### src/rtl/usb_ep0_pkg.sv
package usb_ep0_pkg;

  // Decoded standard request
  typedef enum logic [2:0] {
    REQ_NONE,
    REQ_GET_DEV,
    REQ_SET_ADDR,
    REQ_GET_CONF,
    REQ_SET_CONF,
    REQ_GET_STR
  } req_kind_e;

  // Control pipe states
  typedef enum logic [1:0] {
    PIPE_IDLE,
    PIPE_GET_DESC,
    PIPE_SET_ADDR,
    PIPE_SET_CONF
  } pipe_state_e;

  // bmRequestType fields
  localparam logic [1:0] REQ_TYPE_STANDARD = 2'b00;
  localparam logic [4:0] REQ_RCPT_DEVICE   = 5'b00000;

  // bRequest codes
  localparam logic [7:0] REQ_CODE_SET_ADDRESS       = 8'd5;
  localparam logic [7:0] REQ_CODE_GET_DESCRIPTOR    = 8'd6;
  localparam logic [7:0] REQ_CODE_SET_CONFIGURATION = 8'd9;

  // Descriptor types in the high byte of wValue
  localparam logic [7:0] DESC_TYPE_DEVICE = 8'd1;
  localparam logic [7:0] DESC_TYPE_CONFIG = 8'd2;
  localparam logic [7:0] DESC_TYPE_STRING = 8'd3;

  localparam int DESC_ROM_SIZE = 62;
  localparam int DESC_ADDR_W   = 6;
  localparam int NUM_STRINGS   = 4;

  // Slice offsets into the ROM
  localparam logic [DESC_ADDR_W-1:0] DESC_START_DEV  = 6'd0;
  localparam logic [DESC_ADDR_W-1:0] DESC_START_CONF = 6'd18;
  localparam logic [DESC_ADDR_W-1:0] DESC_START_STR0 = 6'd36;
  localparam logic [DESC_ADDR_W-1:0] DESC_START_STR1 = 6'd40;
  localparam logic [DESC_ADDR_W-1:0] DESC_START_STR2 = 6'd48;
  localparam logic [DESC_ADDR_W-1:0] DESC_START_STR3 = 6'd56;

  // Slice lengths in bytes
  localparam logic [7:0] DESC_LEN_DEV  = 8'd18;
  localparam logic [7:0] DESC_LEN_CONF = 8'd18;
  localparam logic [7:0] DESC_LEN_STR0 = 8'd4;
  localparam logic [7:0] DESC_LEN_STR1 = 8'd8;
  localparam logic [7:0] DESC_LEN_STR2 = 8'd8;
  localparam logic [7:0] DESC_LEN_STR3 = 8'd6;

  // All multi-byte fields are little endian, as sent on the bus
  localparam logic [7:0] DESC_ROM [DESC_ROM_SIZE] = '{
    // Device descriptor, USB 2.0, vendor-specific class
    8'h12, 8'h01, 8'h00, 8'h02,
    8'hFF, 8'h00, 8'h00, 8'h40,
    // idVendor, idProduct, bcdDevice
    8'hCE, 8'hFA, 8'hDE, 8'h0B,
    8'h00, 8'h00,
    // String indices and one configuration
    8'h01, 8'h02, 8'h03, 8'h01,
    // Configuration descriptor, wTotalLength 18, self-powered, 100 mA
    8'h09, 8'h02, 8'h12, 8'h00,
    8'h01, 8'h01, 8'h00, 8'hC0,
    8'h32,
    // Interface 0 with no endpoints
    8'h09, 8'h04, 8'h00, 8'h00,
    8'h00, 8'h00, 8'h00, 8'h00,
    8'h00,
    // String 0, language list with US English only
    8'h04, 8'h03, 8'h09, 8'h04,
    // Manufacturer "Fab"
    8'h08, 8'h03, 8'h46, 8'h00,
    8'h61, 8'h00, 8'h62, 8'h00,
    // Product "Ep0"
    8'h08, 8'h03, 8'h45, 8'h00,
    8'h70, 8'h00, 8'h30, 8'h00,
    // Serial "01"
    8'h06, 8'h03, 8'h30, 8'h00,
    8'h31, 8'h00
  };

endpackage

### src/rtl/desc_stream_if.sv
`timescale 1ns/1ps

// Byte stream with a valid/ready handshake
interface desc_stream_if;

  logic       valid;
  logic       ready;
  logic       last;
  logic [7:0] data;

  modport source (output valid, last, data, input ready);

  modport sink (input valid, last, data, output ready);

endinterface

### src/rtl/setup_req_if.sv
`timescale 1ns/1ps

// Request fields from the SETUP capture stage
interface setup_req_if;

  logic [7:0]  req_type;
  logic [7:0]  req_code;
  logic [15:0] req_value;
  logic [15:0] req_length;
  logic        start;

  modport source (
    output req_type, req_code, req_value, req_length, start
  );

  modport sink (
    input req_type, req_code, req_value, req_length, start
  );

endinterface

### src/rtl/descriptor_reader.sv
`timescale 1ns/1ps

module descriptor_reader (
  input  logic                                clock,
  input  logic                                reset,
  input  logic                                load_i,
  input  logic                                abort_i,
  input  logic [usb_ep0_pkg::DESC_ADDR_W-1:0] start_addr_i,
  input  logic [7:0]                          desc_len_i,
  input  logic [15:0]                         max_len_i,
  desc_stream_if.source                       out
);

  logic [usb_ep0_pkg::DESC_ADDR_W-1:0] rd_ptr;
  logic [7:0]                          remaining;
  logic [7:0]                          load_count;
  logic                                byte_taken;

  // Host may ask for fewer bytes than the descriptor holds
  assign load_count = (max_len_i < {8'd0, desc_len_i}) ? max_len_i[7:0] : desc_len_i;

  assign byte_taken = out.valid && out.ready;

  always_ff @(posedge clock) begin
    if (reset) begin
      remaining <= 8'd0;
    end else if (abort_i) begin
      remaining <= 8'd0;
    end else if (load_i) begin
      remaining <= load_count;
    end else if (byte_taken) begin
      remaining <= remaining - 8'd1;
    end
  end

  always_ff @(posedge clock) begin
    if (load_i) begin
      rd_ptr <= start_addr_i;
    end else if (byte_taken) begin
      rd_ptr <= rd_ptr + 1'b1;
    end
  end

  assign out.valid = (remaining != 8'd0);
  assign out.last  = (remaining == 8'd1);

  // The pointer steps one past the ROM end after the final serial byte
  assign out.data = (rd_ptr < usb_ep0_pkg::DESC_ROM_SIZE) ? usb_ep0_pkg::DESC_ROM[rd_ptr]
                                                          : 8'h00;

endmodule

### src/rtl/ep0_request_handler.sv
`timescale 1ns/1ps

module ep0_request_handler (
  input  logic          clock,
  input  logic          reset,
  input  logic          select_i,
  setup_req_if.sink     req,
  desc_stream_if.source desc,
  output logic          accept_o,
  output logic          error_o,
  output logic          configured_o,
  output logic [6:0]    usb_addr_o,
  output logic [7:0]    usb_conf_o
);

  usb_ep0_pkg::req_kind_e              req_kind;
  usb_ep0_pkg::pipe_state_e            state;
  logic                                handle_req;
  logic                                is_get;
  logic                                take_req;
  logic [usb_ep0_pkg::DESC_ADDR_W-1:0] desc_start;
  logic [7:0]                          desc_len;

  // Only standard requests addressed to the device are decoded
  assign handle_req = (req.req_type[6:5] == usb_ep0_pkg::REQ_TYPE_STANDARD) &&
                      (req.req_type[4:0] == usb_ep0_pkg::REQ_RCPT_DEVICE);

  always_comb begin
    req_kind = usb_ep0_pkg::REQ_NONE;
    if (handle_req) begin
      case (req.req_code)
        usb_ep0_pkg::REQ_CODE_GET_DESCRIPTOR: begin
          case (req.req_value[15:8])
            usb_ep0_pkg::DESC_TYPE_DEVICE: req_kind = usb_ep0_pkg::REQ_GET_DEV;
            usb_ep0_pkg::DESC_TYPE_CONFIG: req_kind = usb_ep0_pkg::REQ_GET_CONF;
            usb_ep0_pkg::DESC_TYPE_STRING: begin
              if (req.req_value[7:0] < usb_ep0_pkg::NUM_STRINGS) begin
                req_kind = usb_ep0_pkg::REQ_GET_STR;
              end
            end
            default: ;
          endcase
        end
        usb_ep0_pkg::REQ_CODE_SET_ADDRESS:       req_kind = usb_ep0_pkg::REQ_SET_ADDR;
        usb_ep0_pkg::REQ_CODE_SET_CONFIGURATION: req_kind = usb_ep0_pkg::REQ_SET_CONF;
        default: ;
      endcase
    end
  end

  assign is_get = (req_kind == usb_ep0_pkg::REQ_GET_DEV) ||
                  (req_kind == usb_ep0_pkg::REQ_GET_CONF) ||
                  (req_kind == usb_ep0_pkg::REQ_GET_STR);

  // A new request is taken only from the idle pipe
  assign take_req = select_i && req.start && (state == usb_ep0_pkg::PIPE_IDLE);

  // ROM slice for the requested descriptor
  always_comb begin
    desc_start = usb_ep0_pkg::DESC_START_DEV;
    desc_len   = usb_ep0_pkg::DESC_LEN_DEV;
    if (req_kind == usb_ep0_pkg::REQ_GET_CONF) begin
      desc_start = usb_ep0_pkg::DESC_START_CONF;
      desc_len   = usb_ep0_pkg::DESC_LEN_CONF;
    end else if (req_kind == usb_ep0_pkg::REQ_GET_STR) begin
      case (req.req_value[1:0])
        2'd0: begin
          desc_start = usb_ep0_pkg::DESC_START_STR0;
          desc_len   = usb_ep0_pkg::DESC_LEN_STR0;
        end
        2'd1: begin
          desc_start = usb_ep0_pkg::DESC_START_STR1;
          desc_len   = usb_ep0_pkg::DESC_LEN_STR1;
        end
        2'd2: begin
          desc_start = usb_ep0_pkg::DESC_START_STR2;
          desc_len   = usb_ep0_pkg::DESC_LEN_STR2;
        end
        default: begin
          desc_start = usb_ep0_pkg::DESC_START_STR3;
          desc_len   = usb_ep0_pkg::DESC_LEN_STR3;
        end
      endcase
    end
  end

  always_ff @(posedge clock) begin
    if (reset) begin
      state        <= usb_ep0_pkg::PIPE_IDLE;
      accept_o     <= 1'b0;
      error_o      <= 1'b0;
      configured_o <= 1'b0;
      usb_addr_o   <= 7'd0;
      usb_conf_o   <= 8'd0;
    end else if (take_req) begin
      accept_o <= (req_kind != usb_ep0_pkg::REQ_NONE);
      error_o  <= (req_kind == usb_ep0_pkg::REQ_NONE);
      case (req_kind)
        usb_ep0_pkg::REQ_SET_ADDR: begin
          usb_addr_o <= req.req_value[6:0];
          state      <= usb_ep0_pkg::PIPE_SET_ADDR;
        end
        usb_ep0_pkg::REQ_SET_CONF: begin
          usb_conf_o   <= req.req_value[7:0];
          // Configuration value 0 returns the device to the addressed state
          configured_o <= (req.req_value[7:0] != 8'd0);
          state        <= usb_ep0_pkg::PIPE_SET_CONF;
        end
        usb_ep0_pkg::REQ_NONE: ;
        default: state <= usb_ep0_pkg::PIPE_GET_DESC;
      endcase
    end else if (!select_i) begin
      accept_o <= 1'b0;
      error_o  <= 1'b0;
      state    <= usb_ep0_pkg::PIPE_IDLE;
    end
  end

  descriptor_reader reader_i (
    .clock       (clock),
    .reset       (reset),
    .load_i      (take_req && is_get),
    .abort_i     (!select_i),
    .start_addr_i(desc_start),
    .desc_len_i  (desc_len),
    .max_len_i   (req.req_length),
    .out         (desc)
  );

endmodule

### src/rtl/setup_packet_capture.sv
`timescale 1ns/1ps

module setup_packet_capture (
  input  logic       clock,
  input  logic       reset,
  input  logic       setup_valid_i,
  input  logic [7:0] setup_data_i,
  setup_req_if.source req
);

  logic [2:0]  byte_cnt;
  logic [7:0]  stage_type;
  logic [7:0]  stage_code;
  logic [15:0] stage_value;
  logic [7:0]  stage_length_lo;

  // Byte position within the packet and the start strobe
  always_ff @(posedge clock) begin
    if (reset) begin
      byte_cnt  <= 3'd0;
      req.start <= 1'b0;
    end else begin
      req.start <= setup_valid_i && (byte_cnt == 3'd7);
      if (setup_valid_i) begin
        byte_cnt <= byte_cnt + 3'd1;
      end
    end
  end

  // Bytes are staged so the published fields only change once per packet
  always_ff @(posedge clock) begin
    if (setup_valid_i) begin
      case (byte_cnt)
        3'd0: stage_type <= setup_data_i;
        3'd1: stage_code <= setup_data_i;
        3'd2: stage_value[7:0] <= setup_data_i;
        3'd3: stage_value[15:8] <= setup_data_i;
        // wIndex is not used by any supported request
        3'd4, 3'd5: ;
        3'd6: stage_length_lo <= setup_data_i;
        3'd7: begin
          req.req_type   <= stage_type;
          req.req_code   <= stage_code;
          req.req_value  <= stage_value;
          req.req_length <= {setup_data_i, stage_length_lo};
        end
        default: ;
      endcase
    end
  end

endmodule

### src/rtl/usb_ep0_ctrl.sv
`timescale 1ns/1ps

module usb_ep0_ctrl (
  input  logic       clock,
  input  logic       reset,
  input  logic       setup_valid_i,
  input  logic [7:0] setup_data_i,
  input  logic       select_i,
  output logic       accept_o,
  output logic       error_o,
  output logic       configured_o,
  output logic [6:0] usb_addr_o,
  output logic [7:0] usb_conf_o,
  output logic       m_tvalid_o,
  input  logic       m_tready_i,
  output logic       m_tlast_o,
  output logic [7:0] m_tdata_o
);

  setup_req_if   setup_bus ();
  desc_stream_if desc_bus ();

  setup_packet_capture capture_i (
    .clock        (clock),
    .reset        (reset),
    .setup_valid_i(setup_valid_i),
    .setup_data_i (setup_data_i),
    .req          (setup_bus.source)
  );

  ep0_request_handler handler_i (
    .clock       (clock),
    .reset       (reset),
    .select_i    (select_i),
    .req         (setup_bus.sink),
    .desc        (desc_bus.source),
    .accept_o    (accept_o),
    .error_o     (error_o),
    .configured_o(configured_o),
    .usb_addr_o  (usb_addr_o),
    .usb_conf_o  (usb_conf_o)
  );

  // Descriptor stream out to the host-side packetizer
  assign m_tvalid_o     = desc_bus.valid;
  assign m_tlast_o      = desc_bus.last;
  assign m_tdata_o      = desc_bus.data;
  assign desc_bus.ready = m_tready_i;

endmodule

### config.mk
export PLATFORM = sky130hd
export DESIGN_NAME = usb_ep0_ctrl
export DESIGN_NICKNAME = d
export VERILOG_FILES = /design/src/rtl/usb_ep0_pkg.sv /design/src/rtl/desc_stream_if.sv /design/src/rtl/setup_req_if.sv /design/src/rtl/descriptor_reader.sv /design/src/rtl/ep0_request_handler.sv /design/src/rtl/setup_packet_capture.sv /design/src/rtl/usb_ep0_ctrl.sv
export SDC_FILE = /design/constraint.sdc
export NUM_CORES = 1
export LEC_CHECK = 0
export ABC_AREA = 1
export BUFFER_PORTS_ARGS = -buffer_cell sky130_fd_sc_hd__buf_2
export CORE_ASPECT_RATIO = 1.2
export CORE_MARGIN = 5
export CORE_UTILIZATION = 35
export CTS_BUF_LIST = sky130_fd_sc_hd__clkbuf_8
export DETAILED_ROUTE_END_ITERATION = 8
export GPL_ROUTABILITY_DRIVEN = 0
export PLACE_DENSITY_LB_ADDON = 0.2
export SYNTH_ARGS = -nofsm -noshare
export SYNTH_HDL_FRONTEND = slang
export SYNTH_HIERARCHICAL = 1
export SYNTH_SLANG_ARGS = --single-unit
export TNS_END_PERCENT = 1
### constraint.sdc
create_clock -name clock -period 4.7 [get_ports clock]
set_input_delay 0.235 -clock clock [delete_from_list [all_inputs] [get_ports clock]]
set_output_delay 0.235 -clock clock [all_outputs]
set_load 0.02 [all_outputs]
# Yosys cells after proc, flatten, opt, wreduce, memory -nomap -nowiden
# Memory sizes are Yosys's and may differ from the RTL's.
# Index checks and enable logic that the tools add are counted.
dict set report word_totals {
  ff_bits 124
  romBits 512
  inputBits 13
  out_inout_bits 28
  word_cells 103
  memories 1
}
# memory depth word_bits rd rd_ports_with_merged_regs write_ports line
set memory_table {}
lappend memory_table {{(no name shown)} 64 8 1 0 0 descriptor_reader.sv:48} ;# assign out.data = (rd_ptr < usb_ep0_pkg::DESC_ROM_SIZE) ? usb_ep0_pkg::DESC_ROM[rd_ptr]
dict set report op_classes {
  add_sub_neg 3
  order_cmp 4
  eq_ne 21
  muxes 24
  bitwise_logic 2
  reduce_logical 29
}
# op n
set ops {}
lappend ops {{$mux W8} 8}
lappend ops {{$mux W6} 4}
lappend ops {{$pmux W3 S3} 2}
lappend ops {{$reduce_and A2 Y1} 9}
lappend ops {{$eq A8 B1 Y1 const B} 2}
lappend ops {{$eq A8 B2 Y1 const B} 2}
lappend ops {{$eq A8 B3 Y1 const B} 2}
lappend ops {{$lt A16 B8 Y1} 1}
lappend ops {{$reduce_bool A8 Y1} 2}
lappend ops {{$pmux W5 S3} 1}
lappend ops {{$eq A3 B2 Y1 const B} 4}
lappend ops {{$eq A3 B3 Y1 const B} 4}
lappend ops {{$eq A8 B4 Y1 const B} 1}
lappend ops {{$lt A8 B3 Y1 const B} 1}
lappend ops {{$pmux W4 S2} 1}
lappend ops {{$sub A8 B1 Y8 const B} 1}
lappend ops {{$ge A7 B7 Y1 const B} 1}
lappend ops {{$not A6 Y7} 1}
lappend ops {{$add A6 B1 Y6 const B} 1}
lappend ops {{$eq A3 B1 Y1 const B} 2}
lappend ops {{$logic_and A1 B1 Y1} 6}
lappend ops {{$logic_not A2 Y1} 3}
lappend ops {{$logic_not A3 Y1} 2}
lappend ops {{$lt A6 B6 Y1 const B} 1}
lappend ops {{other kinds (15)} 21}

# Longest topological paths before layout
dict set report logic_depth {
  depth_word 11
  ltp_mapped 19
  mapped_depth_nobuf 19
}

# Modules after synthesis
# Netlist, hierarchy kept.
# module instances cells_per_inst area_per_inst_um2 seq_area_each_um2
set by_module_without_submodules {}
lappend by_module_without_submodules {setup_packet_capture 1 130 2930.3 2722.6}
lappend by_module_without_submodules {descriptor_reader 1 290 1742.9 340.3}
lappend by_module_without_submodules {ep0_request_handler 1 188 1228.7 400.4}

# Worst setup path after synthesis
# Ideal clock, no wire load.
dict set report synth_path {
  path_kind {register to register}
  start {register capture_i.req.req_value[3]}
  end {register handler_i.reader_i.remaining[7]}
  setup_time_ns 0.066
  t_arrival_ns 2.406
  t_required_ns 4.634
  slack_ns 2.228
  path_stages_with_launch 18
  path_buffers 0
  period_less_slack_ns 2.472
  path_cell_list {edfxtp_1 > or2_4 > nor2_4 > nand2_1 > nor2_1 > inv_2 > or2_2 > inv_1 > ha_1 > nand2_1 > nand2_1 > nand2_1 > nand2_1 > nand2_1 > nand2_2 > nand2_1 > nand3_1 > a21oi_2}
}
dict set report synth_via {
  elab_chain_len 11
  word_cells_on_any_way 17
  cone_classes {2 x order compare; 3 x eq/ne; 8 x mux; 4 x reduce/logical}
}
# element line
set synth_rtl {}
lappend synth_rtl {{from (decl)} setup_req_if.sv:13} ;# output req_type, req_code, req_value, req_length, start
lappend synth_rtl {{from (signal assigned)} setup_packet_capture.sv:44} ;# req.req_value <= stage_value;
lappend synth_rtl {{$lt A8 B3 Y1 *} ep0_request_handler.sv:37} ;# if (req.req_value[7:0] < usb_ep0_pkg::NUM_STRINGS) begin
lappend synth_rtl {{$mux W3 *} ep0_request_handler.sv:37}
lappend synth_rtl {{$pmux W3 S3 *} ep0_request_handler.sv:33} ;# case (req.req_value[15:8])
lappend synth_rtl {{$pmux W3 S3 *} ep0_request_handler.sv:31} ;# case (req.req_code)
lappend synth_rtl {{$mux W3 *} ep0_request_handler.sv:30} ;# if (handle_req) begin
lappend synth_rtl {{$eq A3 B3 Y1} ep0_request_handler.sv:65} ;# end else if (req_kind == usb_ep0_pkg::REQ_GET_STR) begin
lappend synth_rtl {{$mux W8} ep0_request_handler.sv:65}
lappend synth_rtl {{$mux W8 *} ep0_request_handler.sv:62} ;# if (req_kind == usb_ep0_pkg::REQ_GET_CONF) begin
lappend synth_rtl {{net handler_i.desc_len[4]} ep0_request_handler.sv:22} ;# logic [7:0] desc_len;
lappend synth_rtl {{$lt A16 B8 Y1 *} descriptor_reader.sv:20} ;# assign load_count = (max_len_i < {8'd0, desc_len_i}) ? max_len_i[7:0] : desc_len_i;
lappend synth_rtl {{$mux W8 *} descriptor_reader.sv:20}
lappend synth_rtl {{$mux W8 *} descriptor_reader.sv:29} ;# end else if (load_i) begin
lappend synth_rtl {{to (signal assigned)} descriptor_reader.sv:30} ;# remaining <= load_count;
lappend synth_rtl {{to (signal assigned)} descriptor_reader.sv:32} ;# remaining <= remaining - 8'd1;
lappend synth_rtl {{to (decl)} descriptor_reader.sv:15} ;# logic [7:0] remaining;
# Mark *: on every way through the listed nets, which the timed path passes. The rest lies on a longest branch.
# A chain may end at the register's enable or synchronous reset.

# Final worst setup path
dict set report layout_path {
  start {register capture_i.req.req_value[2]}
  end {register handler_i.reader_i.remaining[3]}
}
# The elaborated chain is that of the path after synthesis.

==> results.txt <==
Worst Setup Path Type -> reg2reg
CTS root buffer -> clkbuf_8
Latest clock arrival within the worst-skew pair -> 0.42 ns
Switching Share -> 0.187
Gate power share -> 0.021
Cells after Synth -> 606
Max-slew violations -> 0
RSZ-0062 raised after global routing -> false
Power Density -> 333 nW/um^2
TNS Setup -> 0 ns
Fin crit share -> 0.599
Skew final -> 0.00719 ns
Hold buffers post-CTS -> 0
Sinks on the clock net -> 124
First DRT Iteration DRCs -> 192
H-tree depth -> 4
Initial Utilization -> 0.358
HP Class -> in2reg
Overflow after GRT -> 0
Layout cell share with drive strength beyond 1 -> 0.146
Synth Cell Area -> 5840 um^2
Residual DRC -> 0
Max-cap violations -> 0
Clock Tree Buf Depth -> 2
CP arrival -> 3.17 ns
Vias in the first global route -> 3979
Global-route wire length before repair -> 18800 um
DR WL/cell -> 12.9 um
Largest net degree at the start of global routing -> 48
Postcts setup bufs -> 0
Worst-path clk slew -> 0.07 ns
Count of final hold-check violations -> 0
Initial antenna violation count -> 0
Total vias in the final route -> 4099
I/O Buffers -> 40
Ports -> 41
Post-cts resize count -> 0
Slew headroom -> 0.503
Top Metal Used -> met4
Via density -> 4.65
Worst Max-Slew Pin Slew -> 0.743 ns
Final ANT Viol Nets -> 0
GRT Util Overall -> 0.124
Dpl hpwl -> 8410 um
Clk pwr share -> 0.445
P&R area growth vs syn -> 14.5%
Final setup vio count -> 0
CTS tree -> done
Die height -> 152 um
Leak -> 2.82 nW
Die W -> 128 um
Pint -> 1.81 mW
Outcome -> completed
Required time worst endpoint -> 5.05 ns
Die area -> 19400 um^2
Final net count -> 698
Avg Cell Area, Syn -> 9.64 um^2
Critical path peak fanout -> 9
Min cycle time layout -> 2.82 ns
Sequential Power Share -> 0.535
Area of the core -> 16300 um^2
Met2 WL -> 5800 um
TritonCTS Buffers -> 17
Sw power -> 417 uW
Inst Count DP -> 852
Worst IR Drop VDD -> 0.210 mV
Non-Filler Instances -> 882
Drt total wl -> 11300 um
Detail Route met3 WL -> 502 um
Number of core rows -> 51
Crit start category -> register
TritonRoute pass-1 iters -> 5
N_diodes -> 0
Synth warn -> 6
CP endpoint kind -> register
WL met1 -> 4800 um
Fmax -> 355 MHz
## layer usage
metal / up-vias / track usage
met5: - / 0
met4: 0 / 0.0563
met3: 21 / 0.0340
met2: 106 / 0.212
met1: 1860 / 0.145
li1: 2112 / -
## cells in the final DEF, fill, tap and decap left out, types with 2 or more instances in the layout
| cell | count |
|---|---|
| clkinv_1 | 3 |
| nand3_1 | 47 |
| nor2_1 | 68 |
| o221ai_1 | 2 |
| inv_2 | 7 |
| edfxtp_1 | 92 |
| inv_1 | 79 |
| nand3_2 | 3 |
| o21ai_1 | 9 |
| xor2_1 | 5 |
| buf_4 | 2 |
| clkbuf_8 | 17 |
| a31oi_1 | 2 |
| nand2_1 | 117 |
| nor3_1 | 3 |
| o211ai_1 | 4 |
| bufinv_16 | 5 |
| a21oi_1 | 41 |
| nor2_2 | 3 |
| dfxtp_1 | 32 |
| o21ai_0 | 29 |
| ha_1 | 26 |
| conb_1 | 6 |
| nand2_2 | 8 |
| buf_2 | 40 |
| nor2_4 | 3 |
## registers in the layout, indices dropped and copies added, names as in the netlist, 2 cells and up
| signal | count |
|---|---|
| capture_i/req.req_type | 7 |
| capture_i/req.req_value | 16 |
| handler_i/reader_i/remaining | 8 |
| handler_i/reader_i/rd_ptr | 6 |
| capture_i/stage_value | 16 |
| capture_i/req.req_code | 8 |
| capture_i/stage_length_lo | 8 |
| handler_i/usb_conf_o | 8 |
| handler_i/state | 2 |
| capture_i/stage_code | 8 |
| capture_i/stage_type | 7 |
| capture_i/byte_cnt | 3 |
| handler_i/usb_addr_o | 7 |
| capture_i/req.req_length | 16 |
## power groups by stage
stage                     combinational (mW)  sequential [mW]  clock (mW)
final                                 0.0460             1.19       0.991
after global routing                  0.0531             1.19        1.07
after CTS                             0.0470             1.19        1.02
after detailed placement              0.0466             1.22           0
after global placement                0.0458             1.21           0
after floorplan                       0.0273             1.21           0
## final timing paths
| path | from | endpoint | slack, ns | cells past startpoint |
|---|---|---|---|---|
| worst max-delay path | capture_i/req.req_value[2] | handler_i/reader_i/remaining[3] | 1.88 | 17 |
| worst min-delay path | setup_data_i[1] | capture_i/stage_value[9] | 0.09 | 1 |
| worst max register to register | capture_i/req.req_value[2] | handler_i/reader_i/remaining[3] | 1.88 | 17 |
| worst min register to register | capture_i/stage_value[2] | capture_i/req.req_value[2] | 0.41 | 0 |
## stage by stage
step | power, mW | setup slack [ns] | utilization | hold WS (ns) | instance area [um^2]
4_1_cts | 2.26 | 1.84 | 0.409 | 0.0581 | 6690
3_3_place_gp | 1.26 | 1.97 | 0.384 | 0.402 | 6270
2_1_floorplan | 1.24 | 2.23 | - | 0.307 | 5860
5_1_grt | 2.32 | 1.48 | 0.409 | 0.0662 | 6690
6_report | 2.23 | 1.88 | 0.409 | 0.0882 | 6690
3_5_place_dp | 1.26 | 1.86 | 0.384 | 0.405 | 6270
## worst max-delay path, stage by stage, from the launching register on
cell and delay [ns]:
edfxtp_1 0.44, or2_4 0.27, nor2_4 0.13, nand2_1 0.06, nor2_1 0.27, inv_2 0.11, or2_2 0.28, inv_1 0.08
ha_1 0.23, nand2_1 0.06, nand2_1 0.04, nand2_1 0.05, nand2_1 0.05, nand2_1 0.22, nand2_2 0.17, nand2_1 0.09
nand3_1 0.07, a21oi_1 0.14
## cell type report
class | count | area [um^2]
Fill cell | 1651 | 9650
Sequential cell | 124 | 3400
Multi-Input combinational cell | 391 | 2070
Inverter | 83 | 312
Tap cell | 212 | 265
Clock buffer | 17 | 234
Timing Repair Buffer | 42 | 215
Clock inverter | 13 | 185
No activity file was read; power rests on OpenSTA's default activity.
